`config.mk`:
```
export PLATFORM = sky130hd
export DESIGN_NAME = risc8_core
export DESIGN_NICKNAME = d
export VERILOG_FILES = /design/src/risc8_pkg.sv /design/src/risc8_decode.sv /design/src/risc8_regfile.sv /design/src/risc8_execute.sv /design/src/risc8_core.sv
export SDC_FILE = /design/constraint.sdc
export NUM_CORES = 1
export LEC_CHECK = 0
export BUFFER_PORTS_ARGS = -buffer_cell sky130_fd_sc_hd__buf_2
export CAP_MARGIN = 20
export CORE_AREA = 2 2 198 161
export DETAILED_ROUTE_END_ITERATION = 12
export DIE_AREA = 0 0 200 163
export PLACE_DENSITY = 0.85
export REMOVE_ABC_BUFFERS = 1
export SLEW_MARGIN = 20
export SYNTH_ARGS = -nofsm -noshare
export SYNTH_HDL_FRONTEND = slang
export SYNTH_SLANG_ARGS = --single-unit
```
`constraint.sdc`:
```
create_clock -name clk -period 7.6 [get_ports clk]
set_input_delay 1.52 -clock clk [delete_from_list [all_inputs] [get_ports clk]]
set_output_delay 1.52 -clock clk [all_outputs]
set_load 0.01 [all_outputs]
```
`src/risc8_pkg.sv`:
```
// data widths, register and port index types, ALU function enumeration, status bit positions
package risc8_pkg;

	// data path is one byte wide
	localparam int BYTE_W = 8;
	// 32 general registers need a 5-bit index
	localparam int SEL_W = 5;
	// OUT reaches 64 I/O ports
	localparam int PORT_W = 6;

	// number of general registers
	localparam int REG_COUNT = 32;
	// immediate forms only reach r16 to r31
	localparam int LDI_BASE = 16;

	typedef logic [BYTE_W-1:0] byte_t;
	typedef logic [SEL_W-1:0] reg_sel_t;
	typedef logic [PORT_W-1:0] io_port_t;

	// ALU functions, operand A is Rd and operand B is Rr or a constant
	typedef enum logic [3:0] {
		ADD,
		SUB,
		AND,
		OR,
		EOR,
		// pass operand B through
		MOVR,
		NEG,
		SWAP,
		LSR,
		ROR,
		ASR
	} alu_op_t;

	// status byte layout, same positions as the AVR SREG
	localparam int SREG_C = 0;
	localparam int SREG_Z = 1;
	localparam int SREG_N = 2;
	localparam int SREG_V = 3;
	localparam int SREG_S = 4;
	// bits 5 to 7 (H, T, I on a full AVR) always read as zero

endpackage

```
`src/risc8_decode.sv`:
```
// fetch and decode stage: program counter, opcode decode and registered execute controls
`timescale 1ns/1ps

module risc8_decode #(
	parameter int PC_W = 16
) (
	input logic clk,
	input logic reset,
	input logic [15:0] cdata,
	input logic redirect,
	input logic [PC_W-1:0] redirect_target,
	output logic [PC_W-1:0] pc,
	output risc8_pkg::reg_sel_t sel_a,
	output risc8_pkg::reg_sel_t sel_b,
	output logic ex_valid,
	output risc8_pkg::alu_op_t ex_op,
	output logic ex_carry,
	output logic ex_use_const,
	output risc8_pkg::byte_t ex_const,
	output logic ex_store,
	output risc8_pkg::reg_sel_t ex_dest,
	output logic ex_flags,
	output logic ex_branch,
	output logic [2:0] ex_branch_bit,
	output logic ex_branch_set,
	output logic [PC_W-1:0] ex_branch_target,
	output logic ex_out,
	output risc8_pkg::io_port_t ex_port
);

	// address of the word now on cdata
	logic [PC_W-1:0] op_pc;
	// next arriving word is a wrong-path fetch
	logic bubble;
	logic kill;
	logic jump;

	// opcode fields
	risc8_pkg::reg_sel_t f_rd;
	risc8_pkg::reg_sel_t f_rr;
	risc8_pkg::reg_sel_t f_rdi;
	risc8_pkg::byte_t f_k;
	risc8_pkg::io_port_t f_port;
	logic [15:0] off12;
	logic [15:0] off7;
	logic [PC_W-1:0] rjmp_target;
	logic [PC_W-1:0] br_target;

	// decoded controls before the pipeline register
	risc8_pkg::alu_op_t d_op;
	logic d_carry;
	logic d_use_const;
	risc8_pkg::byte_t d_const;
	logic d_store;
	risc8_pkg::reg_sel_t d_dest;
	logic d_flags;
	logic d_branch;
	logic d_out;
	logic is_rjmp;

	assign f_rd = cdata[8:4];
	assign f_rr = {cdata[9], cdata[3:0]};
	assign f_rdi = risc8_pkg::reg_sel_t'(risc8_pkg::LDI_BASE) | {1'b0, cdata[7:4]};
	assign f_k = {cdata[11:8], cdata[3:0]};
	assign f_port = {cdata[10:9], cdata[3:0]};

	// sign extended jump and branch offsets, targets are pc + k + 1
	assign off12 = {{4{cdata[11]}}, cdata[11:0]};
	assign off7 = {{9{cdata[9]}}, cdata[9:3]};
	assign rjmp_target = op_pc + off12[PC_W-1:0] + PC_W'(1);
	assign br_target = op_pc + off7[PC_W-1:0] + PC_W'(1);

	// a taken branch in execute squashes the word being decoded
	assign kill = redirect | bubble;
	assign jump = is_rjmp & ~kill;

	always_comb begin
		sel_a = f_rd;
		sel_b = f_rr;
		d_op = risc8_pkg::MOVR;
		d_carry = 1'b0;
		d_use_const = 1'b0;
		d_const = f_k;
		d_store = 1'b0;
		d_dest = f_rd;
		d_flags = 1'b0;
		d_branch = 1'b0;
		d_out = 1'b0;
		is_rjmp = 1'b0;

		casez (cdata)
		// two register forms, CP and CPC only set flags
		16'b0000_01??_????_????: begin
			d_op = risc8_pkg::SUB;
			d_carry = 1'b1;
			d_flags = 1'b1;
		end
		16'b0000_10??_????_????: begin
			d_op = risc8_pkg::SUB;
			d_carry = 1'b1;
			d_store = 1'b1;
			d_flags = 1'b1;
		end
		16'b0000_11??_????_????: begin
			d_op = risc8_pkg::ADD;
			d_store = 1'b1;
			d_flags = 1'b1;
		end
		16'b0001_01??_????_????: begin
			d_op = risc8_pkg::SUB;
			d_flags = 1'b1;
		end
		16'b0001_10??_????_????: begin
			d_op = risc8_pkg::SUB;
			d_store = 1'b1;
			d_flags = 1'b1;
		end
		16'b0001_11??_????_????: begin
			d_op = risc8_pkg::ADD;
			d_carry = 1'b1;
			d_store = 1'b1;
			d_flags = 1'b1;
		end
		16'b0010_00??_????_????: begin
			d_op = risc8_pkg::AND;
			d_store = 1'b1;
			d_flags = 1'b1;
		end
		16'b0010_01??_????_????: begin
			d_op = risc8_pkg::EOR;
			d_store = 1'b1;
			d_flags = 1'b1;
		end
		16'b0010_10??_????_????: begin
			d_op = risc8_pkg::OR;
			d_store = 1'b1;
			d_flags = 1'b1;
		end
		// MOV leaves the flags alone
		16'b0010_11??_????_????: begin
			d_store = 1'b1;
		end
		// immediate forms on r16..r31
		16'b0011_????_????_????,
		16'b0100_????_????_????,
		16'b0101_????_????_????,
		16'b0110_????_????_????,
		16'b0111_????_????_????: begin
			sel_a = f_rdi;
			d_dest = f_rdi;
			d_use_const = 1'b1;
			d_flags = 1'b1;
			// CPI is the only one without a result
			d_store = cdata[15:12] != 4'b0011;
			d_carry = cdata[15:12] == 4'b0100;
			case (cdata[15:12])
			4'b0110: d_op = risc8_pkg::OR;
			4'b0111: d_op = risc8_pkg::AND;
			default: d_op = risc8_pkg::SUB;
			endcase
		end
		// single operand group, flags on all but SWAP
		16'b1001_010?_????_0000,
		16'b1001_010?_????_0001,
		16'b1001_010?_????_0010,
		16'b1001_010?_????_0011,
		16'b1001_010?_????_0101,
		16'b1001_010?_????_0110,
		16'b1001_010?_????_0111,
		16'b1001_010?_????_1010: begin
			d_store = 1'b1;
			d_flags = cdata[3:0] != 4'b0010;
			case (cdata[3:0])
			// COM is Rd xor FF, the EOR with a constant also sets C
			4'b0000: begin
				d_op = risc8_pkg::EOR;
				d_use_const = 1'b1;
				d_const = 8'hff;
			end
			4'b0001: d_op = risc8_pkg::NEG;
			4'b0010: d_op = risc8_pkg::SWAP;
			// INC adds 01 and DEC adds FF, a constant ADD keeps C
			4'b0011: begin
				d_op = risc8_pkg::ADD;
				d_use_const = 1'b1;
				d_const = 8'h01;
			end
			4'b1010: begin
				d_op = risc8_pkg::ADD;
				d_use_const = 1'b1;
				d_const = 8'hff;
			end
			4'b0101: d_op = risc8_pkg::ASR;
			4'b0110: d_op = risc8_pkg::LSR;
			default: d_op = risc8_pkg::ROR;
			endcase
		end
		// OUT sends Rd through operand A
		16'b1011_1???_????_????: begin
			d_out = 1'b1;
		end
		16'b1100_????_????_????: begin
			is_rjmp = 1'b1;
		end
		16'b1110_????_????_????: begin
			d_dest = f_rdi;
			d_use_const = 1'b1;
			d_store = 1'b1;
		end
		// BRBS when bit 10 is clear, BRBC when set
		16'b1111_0???_????_????: begin
			d_branch = 1'b1;
		end
		default: begin
			// anything else runs as a NOP
		end
		endcase
	end

	// fetch pc, a redirect from execute wins over an RJMP here
	always_ff @(posedge clk) begin
		if (reset) begin
			pc <= '0;
			bubble <= 1'b1;
		end else begin
			if (redirect)
				pc <= redirect_target;
			else if (jump)
				pc <= rjmp_target;
			else
				pc <= pc + PC_W'(1);
			bubble <= redirect | jump;
		end
	end

	// memory answers one clock later, so track the word's own address
	always_ff @(posedge clk) begin
		op_pc <= pc;
	end

	// execute enables
	always_ff @(posedge clk) begin
		if (reset) begin
			ex_valid <= 1'b0;
			ex_store <= 1'b0;
			ex_flags <= 1'b0;
			ex_branch <= 1'b0;
			ex_out <= 1'b0;
		end else begin
			ex_valid <= ~kill;
			ex_store <= d_store;
			ex_flags <= d_flags;
			ex_branch <= d_branch;
			ex_out <= d_out;
		end
	end

	// execute payload
	always_ff @(posedge clk) begin
		ex_op <= d_op;
		ex_carry <= d_carry;
		ex_use_const <= d_use_const;
		ex_const <= d_const;
		ex_dest <= d_dest;
		ex_branch_bit <= cdata[2:0];
		ex_branch_set <= ~cdata[10];
		ex_branch_target <= br_target;
		ex_port <= f_port;
	end

endmodule

```
`src/risc8_regfile.sv`:
```
// general register file: 32 bytes, two registered read ports with write bypass, one write port
`timescale 1ns/1ps

module risc8_regfile (
	input logic clk,
	input logic reset,
	input risc8_pkg::reg_sel_t sel_a,
	input risc8_pkg::reg_sel_t sel_b,
	output risc8_pkg::byte_t rd_a,
	output risc8_pkg::byte_t rd_b,
	input logic wr_en,
	input risc8_pkg::reg_sel_t wr_sel,
	input risc8_pkg::byte_t wr_data
);

	// flops rather than a RAM, so reset can clear them
	risc8_pkg::byte_t regs [risc8_pkg::REG_COUNT];

	// write port, result of the execute stage
	always_ff @(posedge clk) begin
		if (reset) begin
			for (int i = 0; i < risc8_pkg::REG_COUNT; i++)
				regs[i] <= '0;
		end else if (wr_en) begin
			regs[wr_sel] <= wr_data;
		end
	end

	// read ports sample at the end of decode
	// a write landing on the same edge is forwarded
	always_ff @(posedge clk) begin
		if (wr_en && wr_sel == sel_a)
			rd_a <= wr_data;
		else
			rd_a <= regs[sel_a];

		if (wr_en && wr_sel == sel_b)
			rd_b <= wr_data;
		else
			rd_b <= regs[sel_b];
	end

endmodule

```
`src/risc8_execute.sv`:
```
// execute stage: operand select, ALU with AVR flags, status register, write-back, branches, OUT
`timescale 1ns/1ps

module risc8_execute #(
	parameter int PC_W = 16
) (
	input logic clk,
	input logic reset,
	input logic ex_valid,
	input risc8_pkg::alu_op_t ex_op,
	input logic ex_carry,
	input logic ex_use_const,
	input risc8_pkg::byte_t ex_const,
	input logic ex_store,
	input risc8_pkg::reg_sel_t ex_dest,
	input logic ex_flags,
	input logic ex_branch,
	input logic [2:0] ex_branch_bit,
	input logic ex_branch_set,
	input logic [PC_W-1:0] ex_branch_target,
	input logic ex_out,
	input risc8_pkg::io_port_t ex_port,
	input risc8_pkg::byte_t rd_a,
	input risc8_pkg::byte_t rd_b,
	output logic wr_en,
	output risc8_pkg::reg_sel_t wr_sel,
	output risc8_pkg::byte_t wr_data,
	output logic redirect,
	output logic [PC_W-1:0] redirect_target,
	output logic io_wen,
	output risc8_pkg::io_port_t io_port,
	output risc8_pkg::byte_t io_wdata
);

	risc8_pkg::byte_t opb;
	risc8_pkg::byte_t res;
	risc8_pkg::byte_t sreg;
	risc8_pkg::byte_t sreg_next;
	logic [8:0] wide;
	logic cin;
	logic c;
	logic v;
	// SBC, SBCI and CPC chain Z over multi-byte compares
	logic z_chain;

	assign opb = ex_use_const ? ex_const : rd_b;
	assign cin = ex_carry & sreg[risc8_pkg::SREG_C];

	always_comb begin
		wide = '0;
		res = opb;
		c = sreg[risc8_pkg::SREG_C];
		v = 1'b0;
		z_chain = 1'b0;
		case (ex_op)
		risc8_pkg::ADD: begin
			wide = {1'b0, rd_a} + {1'b0, opb} + {8'd0, cin};
			res = wide[7:0];
			// INC and DEC are the only constant adds and keep C
			if (!ex_use_const)
				c = wide[8];
			v = (rd_a[7] & opb[7] & ~res[7]) | (~rd_a[7] & ~opb[7] & res[7]);
		end
		risc8_pkg::SUB: begin
			wide = {1'b0, rd_a} - {1'b0, opb} - {8'd0, cin};
			res = wide[7:0];
			c = wide[8];
			v = (rd_a[7] & ~opb[7] & ~res[7]) | (~rd_a[7] & opb[7] & res[7]);
			z_chain = ex_carry;
		end
		risc8_pkg::AND: res = rd_a & opb;
		risc8_pkg::OR: res = rd_a | opb;
		risc8_pkg::EOR: begin
			res = rd_a ^ opb;
			// COM sets carry
			if (ex_use_const)
				c = 1'b1;
		end
		risc8_pkg::MOVR: res = opb;
		risc8_pkg::NEG: begin
			wide = 9'd0 - {1'b0, rd_a};
			res = wide[7:0];
			c = res != 8'h00;
			v = res == 8'h80;
		end
		risc8_pkg::SWAP: res = {rd_a[3:0], rd_a[7:4]};
		// shifts put bit 0 in C, V is N xor C
		risc8_pkg::LSR: begin
			res = {1'b0, rd_a[7:1]};
			c = rd_a[0];
			v = res[7] ^ rd_a[0];
		end
		risc8_pkg::ROR: begin
			res = {sreg[risc8_pkg::SREG_C], rd_a[7:1]};
			c = rd_a[0];
			v = res[7] ^ rd_a[0];
		end
		risc8_pkg::ASR: begin
			res = {rd_a[7], rd_a[7:1]};
			c = rd_a[0];
			v = res[7] ^ rd_a[0];
		end
		default: res = opb;
		endcase
	end

	// new status byte, top three bits stay zero
	always_comb begin
		sreg_next = '0;
		sreg_next[risc8_pkg::SREG_C] = c;
		sreg_next[risc8_pkg::SREG_Z] = (res == 8'h00) & (~z_chain | sreg[risc8_pkg::SREG_Z]);
		sreg_next[risc8_pkg::SREG_N] = res[7];
		sreg_next[risc8_pkg::SREG_V] = v;
		sreg_next[risc8_pkg::SREG_S] = res[7] ^ v;
	end

	always_ff @(posedge clk) begin
		if (reset)
			sreg <= '0;
		else if (ex_valid && ex_flags)
			sreg <= sreg_next;
	end

	// write-back lands at the end of this cycle
	assign wr_en = ex_valid & ex_store;
	assign wr_sel = ex_dest;
	assign wr_data = res;

	// branch tests the flags as they were before this cycle
	assign redirect = ex_valid & ex_branch & (sreg[ex_branch_bit] == ex_branch_set);
	assign redirect_target = ex_branch_target;

	// port write strobe, one cycle
	always_ff @(posedge clk) begin
		if (reset)
			io_wen <= 1'b0;
		else
			io_wen <= ex_valid & ex_out;
	end

	always_ff @(posedge clk) begin
		io_port <= ex_port;
		io_wdata <= rd_a;
	end

endmodule

```
`src/risc8_core.sv`:
```
// core top level: decode, register file and execute stages wired together
`timescale 1ns/1ps

module risc8_core #(
	parameter int PC_W = 16
) (
	input logic clk,
	input logic reset,
	output logic [PC_W-1:0] pc,
	input logic [15:0] cdata,
	output logic io_wen,
	output risc8_pkg::io_port_t io_port,
	output risc8_pkg::byte_t io_wdata
);

	// register read addresses and data
	risc8_pkg::reg_sel_t sel_a;
	risc8_pkg::reg_sel_t sel_b;
	risc8_pkg::byte_t rd_a;
	risc8_pkg::byte_t rd_b;

	// decode to execute
	logic ex_valid;
	risc8_pkg::alu_op_t ex_op;
	logic ex_carry;
	logic ex_use_const;
	risc8_pkg::byte_t ex_const;
	logic ex_store;
	risc8_pkg::reg_sel_t ex_dest;
	logic ex_flags;
	logic ex_branch;
	logic [2:0] ex_branch_bit;
	logic ex_branch_set;
	logic [PC_W-1:0] ex_branch_target;
	logic ex_out;
	risc8_pkg::io_port_t ex_port;

	// write-back and branch redirect
	logic wr_en;
	risc8_pkg::reg_sel_t wr_sel;
	risc8_pkg::byte_t wr_data;
	logic redirect;
	logic [PC_W-1:0] redirect_target;

	risc8_decode #(
		.PC_W(PC_W)
	) i_decode (
		.clk(clk),
		.reset(reset),
		.cdata(cdata),
		.redirect(redirect),
		.redirect_target(redirect_target),
		.pc(pc),
		.sel_a(sel_a),
		.sel_b(sel_b),
		.ex_valid(ex_valid),
		.ex_op(ex_op),
		.ex_carry(ex_carry),
		.ex_use_const(ex_use_const),
		.ex_const(ex_const),
		.ex_store(ex_store),
		.ex_dest(ex_dest),
		.ex_flags(ex_flags),
		.ex_branch(ex_branch),
		.ex_branch_bit(ex_branch_bit),
		.ex_branch_set(ex_branch_set),
		.ex_branch_target(ex_branch_target),
		.ex_out(ex_out),
		.ex_port(ex_port)
	);

	risc8_regfile i_regfile (
		.clk(clk),
		.reset(reset),
		.sel_a(sel_a),
		.sel_b(sel_b),
		.rd_a(rd_a),
		.rd_b(rd_b),
		.wr_en(wr_en),
		.wr_sel(wr_sel),
		.wr_data(wr_data)
	);

	risc8_execute #(
		.PC_W(PC_W)
	) i_execute (
		.clk(clk),
		.reset(reset),
		.ex_valid(ex_valid),
		.ex_op(ex_op),
		.ex_carry(ex_carry),
		.ex_use_const(ex_use_const),
		.ex_const(ex_const),
		.ex_store(ex_store),
		.ex_dest(ex_dest),
		.ex_flags(ex_flags),
		.ex_branch(ex_branch),
		.ex_branch_bit(ex_branch_bit),
		.ex_branch_set(ex_branch_set),
		.ex_branch_target(ex_branch_target),
		.ex_out(ex_out),
		.ex_port(ex_port),
		.rd_a(rd_a),
		.rd_b(rd_b),
		.wr_en(wr_en),
		.wr_sel(wr_sel),
		.wr_data(wr_data),
		.redirect(redirect),
		.redirect_target(redirect_target),
		.io_wen(io_wen),
		.io_port(io_port),
		.io_wdata(io_wdata)
	);

endmodule

```
==> metrics.cfg <==
[run]
cap_viol_max_count=0

[global_route]
grt_pass1_wl_um=94400
grt_pass1_vias=15200
grt_start_max_net_pins=50
antenna_found_initial=6
grtUsageTotal_pct=39.6
gr-total-overflow=0

[placement]
port_buffers=48
placed_cells=2102
dp_hpwl_um=41600
place_congestion=0.970

[final_layout]
finalNonFillerCells=2171
area_delta_synth_final_pct=8.11
drive_gt1_share_pct=18.8
layout.nets=1808

[worst_setup_path]
reg2reg_from=i_decode.ex_use_const
reg2reg_slack_ns=3.38
slowest_delay_ns=0.55
worst_ep_required_time_ns=8.03
r2r_cells=12
cp_top_family=compound AO/OA/AOI/OAI gates
endpoint_kind=flop
critPathLaunchType=input pin
cpMaxStageDelayCell=buf_4
cp_max_fo=43
path_cells=buf_4 -> inv_1 -> ha_1 -> inv_1 -> fa_1 -> a21oi_1 -> o21ai_0 -> o221ai_1 -> a31oi_1 -> and3_1 -> o21ai_1 -> a32o_1
cpMostUsedCell=inv_1
critical_path_arrival_ns=4.66
worstReg2RegEnd=i_execute.sreg[4]
worstSetupPathType=in2reg
crit_buf_inv=3

[floorplan]
die_y_um=163
io_pins=49
rows=58
die_width_um=200
core_area_mm2=0.0308
die_area_mm2=0.0326
initial_core_util_pct=66.8

[drt]
postRouteAntennaNets=0
via_count=15900
wirelength_um=62600
drtIter0Drc=2763
drt-vias-per-instance=7.33
wl_per_cell_um=28.9
drt-pass1-iter-count=8
drcViolationCount=0

[clock_tree]
clkTransAtPathRegs_ns=0.06
cts_root_buf=clkbuf_16
ctsLongestPathBuffers=3
hold_buffers=0
clkLatencyLatePin_ns=0.55
cts_made_buffers=38
post_cts_buffers=0
cts_tree=yes
htreeDepth=2
cts_resized=0
cts_sinks=372

[sta]
whs_ns=0.328
fin_crit_ns=4.23
fin_skew_ns=0.0194
worst_pin_slew_ns=1.14
max_clock_freq_mhz=236
hold_viol_final=0
slew_headroom_pct=24.0
slew_viol_final=0
setup_viol=0
rsz0062_at_grt=no
setup_tns_ns=0
finalCritPeriodShare_pct=55.7

[hold_path]
hp-class=reg2reg
min-delay-start=i_decode.ex_port[4]
holdPathStages=0
worstHoldEndpoint=i_execute.io_port[4]

[power_and_ir_drop]
powerDensity_mw_per_mm2=239
ir_worst_vdd_mv=0.189
leakagePower_nw=8.39

[yosys]
synthArstFlopShare_pct=0
syn_area_per_cell_um2=11.9
synth_edf_count=256
ys_warn_count=0
synth-seq-area-share_pct=48.6
synthCells=1729
synth_seq_cells=372
synthFlopType=edfxtp_1
synth.distinct_cells=89
syn_area_mm2=0.0206

[run_status]
status=finished, final reports clean

[state kept, by name, indices dropped and copies added, names as in the netlist, 2 cells and up]
signal	count
i_execute.io_wdata	8
i_decode.ex_op	4
i_execute.io_port	6
i_decode.ex_branch_target	16
i_decode.ex_const	8
i_decode.ex_port	4
i_execute.sreg	5
i_decode.op_pc	16
i_regfile.rd_b	8
i_decode.ex_branch_bit	2
i_regfile.regs	256
i_decode.pc	16
i_regfile.rd_a	8
i_decode.ex_dest	5
[Yosys cell counts, drive strengths merged, types with 4 or more instances]
master    n  area share, %
nor2    325            5.9
nand4     8           0.24
or2       4           0.12
o21ai    58            1.4
nor3b     9           0.33
nand2   133            2.4
mux4    162             18
a211oi   22           0.85
mux2i     7           0.42
xor2     18           0.77
or4       4           0.15
buf      67            1.7
a311oi    5           0.27
nand2b   14           0.43
inv      51           0.93
o22ai     4           0.12
o32ai     4           0.33
a21oi    54            1.3
or3       9           0.27
fa        6           0.58
o21bai    4           0.15
clkbuf   52           0.95
o21a     11           0.40
edfxtp  256             37
o221ai    5           0.21
nor4     10           0.41
o41ai     4           0.21
nand3    24           0.58
xnor2    39            1.7
o31ai     7           0.26
mux2     17           0.93
nor2b    20           0.61
o31a      5           0.21
and3     14           0.43
dfxtp   116             11
o211ai   12           0.44
nor3     28           0.70
ha       62            3.8
a31oi    12           0.36
nand3b    6           0.22
a21o     10           0.36
[power by group]
part | switching (mW) | internal [mW] | leakage (nW)
Clock | 0.809 | 1.07 | 0.608
Sequential | 0.0947 | 2.26 | 3.60
Combinational | 0.711 | 0.390 | 4.18
[cell families after synthesis]
group / share of synthesized area, %
AOI/OAI and AO/OA: 8.56
xor gates and xnor gates: 2.42
adders and majority gates: 4.35
buffers and inverters: 3.61
DFF: 48.6
muxes: 19.1
and+or+nand+nor: 13.4
[stage by stage]
stage          util (%)  setup slack (ns)  instance area, um2  power, mW
3_5_place_dp       68.2              2.90               21000       3.43
6_report           72.2              3.37               22300       5.33
4_1_cts            72.2              3.43               22300       5.27
2_1_floorplan         -              3.52               20100       3.00
3_3_place_gp       68.2              3.06               21000       3.39
5_1_grt            72.2              3.12               22300       5.45
[worst max-delay path by stage]
| stage | start | end | cells after the start |
|---|---|---|---|
| 2_1_floorplan | i_decode.ex_use_const | i_execute.sreg[4] | 11 |
| 3_3_place_gp | cdata[0] | i_regfile.rd_b[0] | 7 |
| 3_5_place_dp | cdata[3] | i_decode.ex_branch_target[14] | 12 |
| 4_1_cts | cdata[3] | i_decode.ex_branch_target[14] | 12 |
| 5_1_grt | cdata[0] | i_decode.pc[14] | 12 |
| 6_report | cdata[0] | i_decode.pc[14] | 12 |
[area by class of cell]
| cell class | count | area, um2 |
|---|---|---|
| antenna | 2 | 5.00 |
| clock buffer | 54 | 1130 |
| clock inverter | 13 | 93.8 |
| fill | 1938 | 8570 |
| inverter | 51 | 191 |
| multi-input combinational | 1187 | 9890 |
| sequential | 372 | 10000 |
| tap | 420 | 526 |
| timing repair buffer | 72 | 428 |
[per-layer routing]
| layer | track usage (%) | vias up | routed length, um |
|---|---|---|---|
| li1 | - | 6462 | - |
| met1 | 53.8 | 7626 | 21300 |
| met2 | 59.0 | 1544 | 28000 |
| met3 | 13.7 | 280 | 10500 |
| met4 | 15.3 | 6 | 2820 |
| met5 | 1.39 | - | 83 |
[placed cells by master, fill, tap and decap left out, types with 6 or more instances in the layout]
cell type and instances:
o31ai_1 7, edfxtp_1 256, nand2_1 132, nand4_1 8, clkbuf_16 41, inv_1 51
nor3_1 27, a31oi_1 12, fa_1 6, clkbuf_1 7, xor2_1 18, o21ai_0 42
nor2_1 325, mux2_2 16, nor4_1 7, or3_1 9, nor2b_1 20, a21o_1 10
nand3b_1 6, o21a_1 11, dfxtp_1 116, ha_1 62, mux4_2 162, a21oi_1 54
o211ai_1 12, buf_2 45, a211oi_1 20, buf_4 27, nor3b_1 9, o21ai_1 15
xnor2_1 39, nand3_1 24, nand2b_1 14, and3_1 14
No activity file was read; power rests on OpenSTA's default activity.
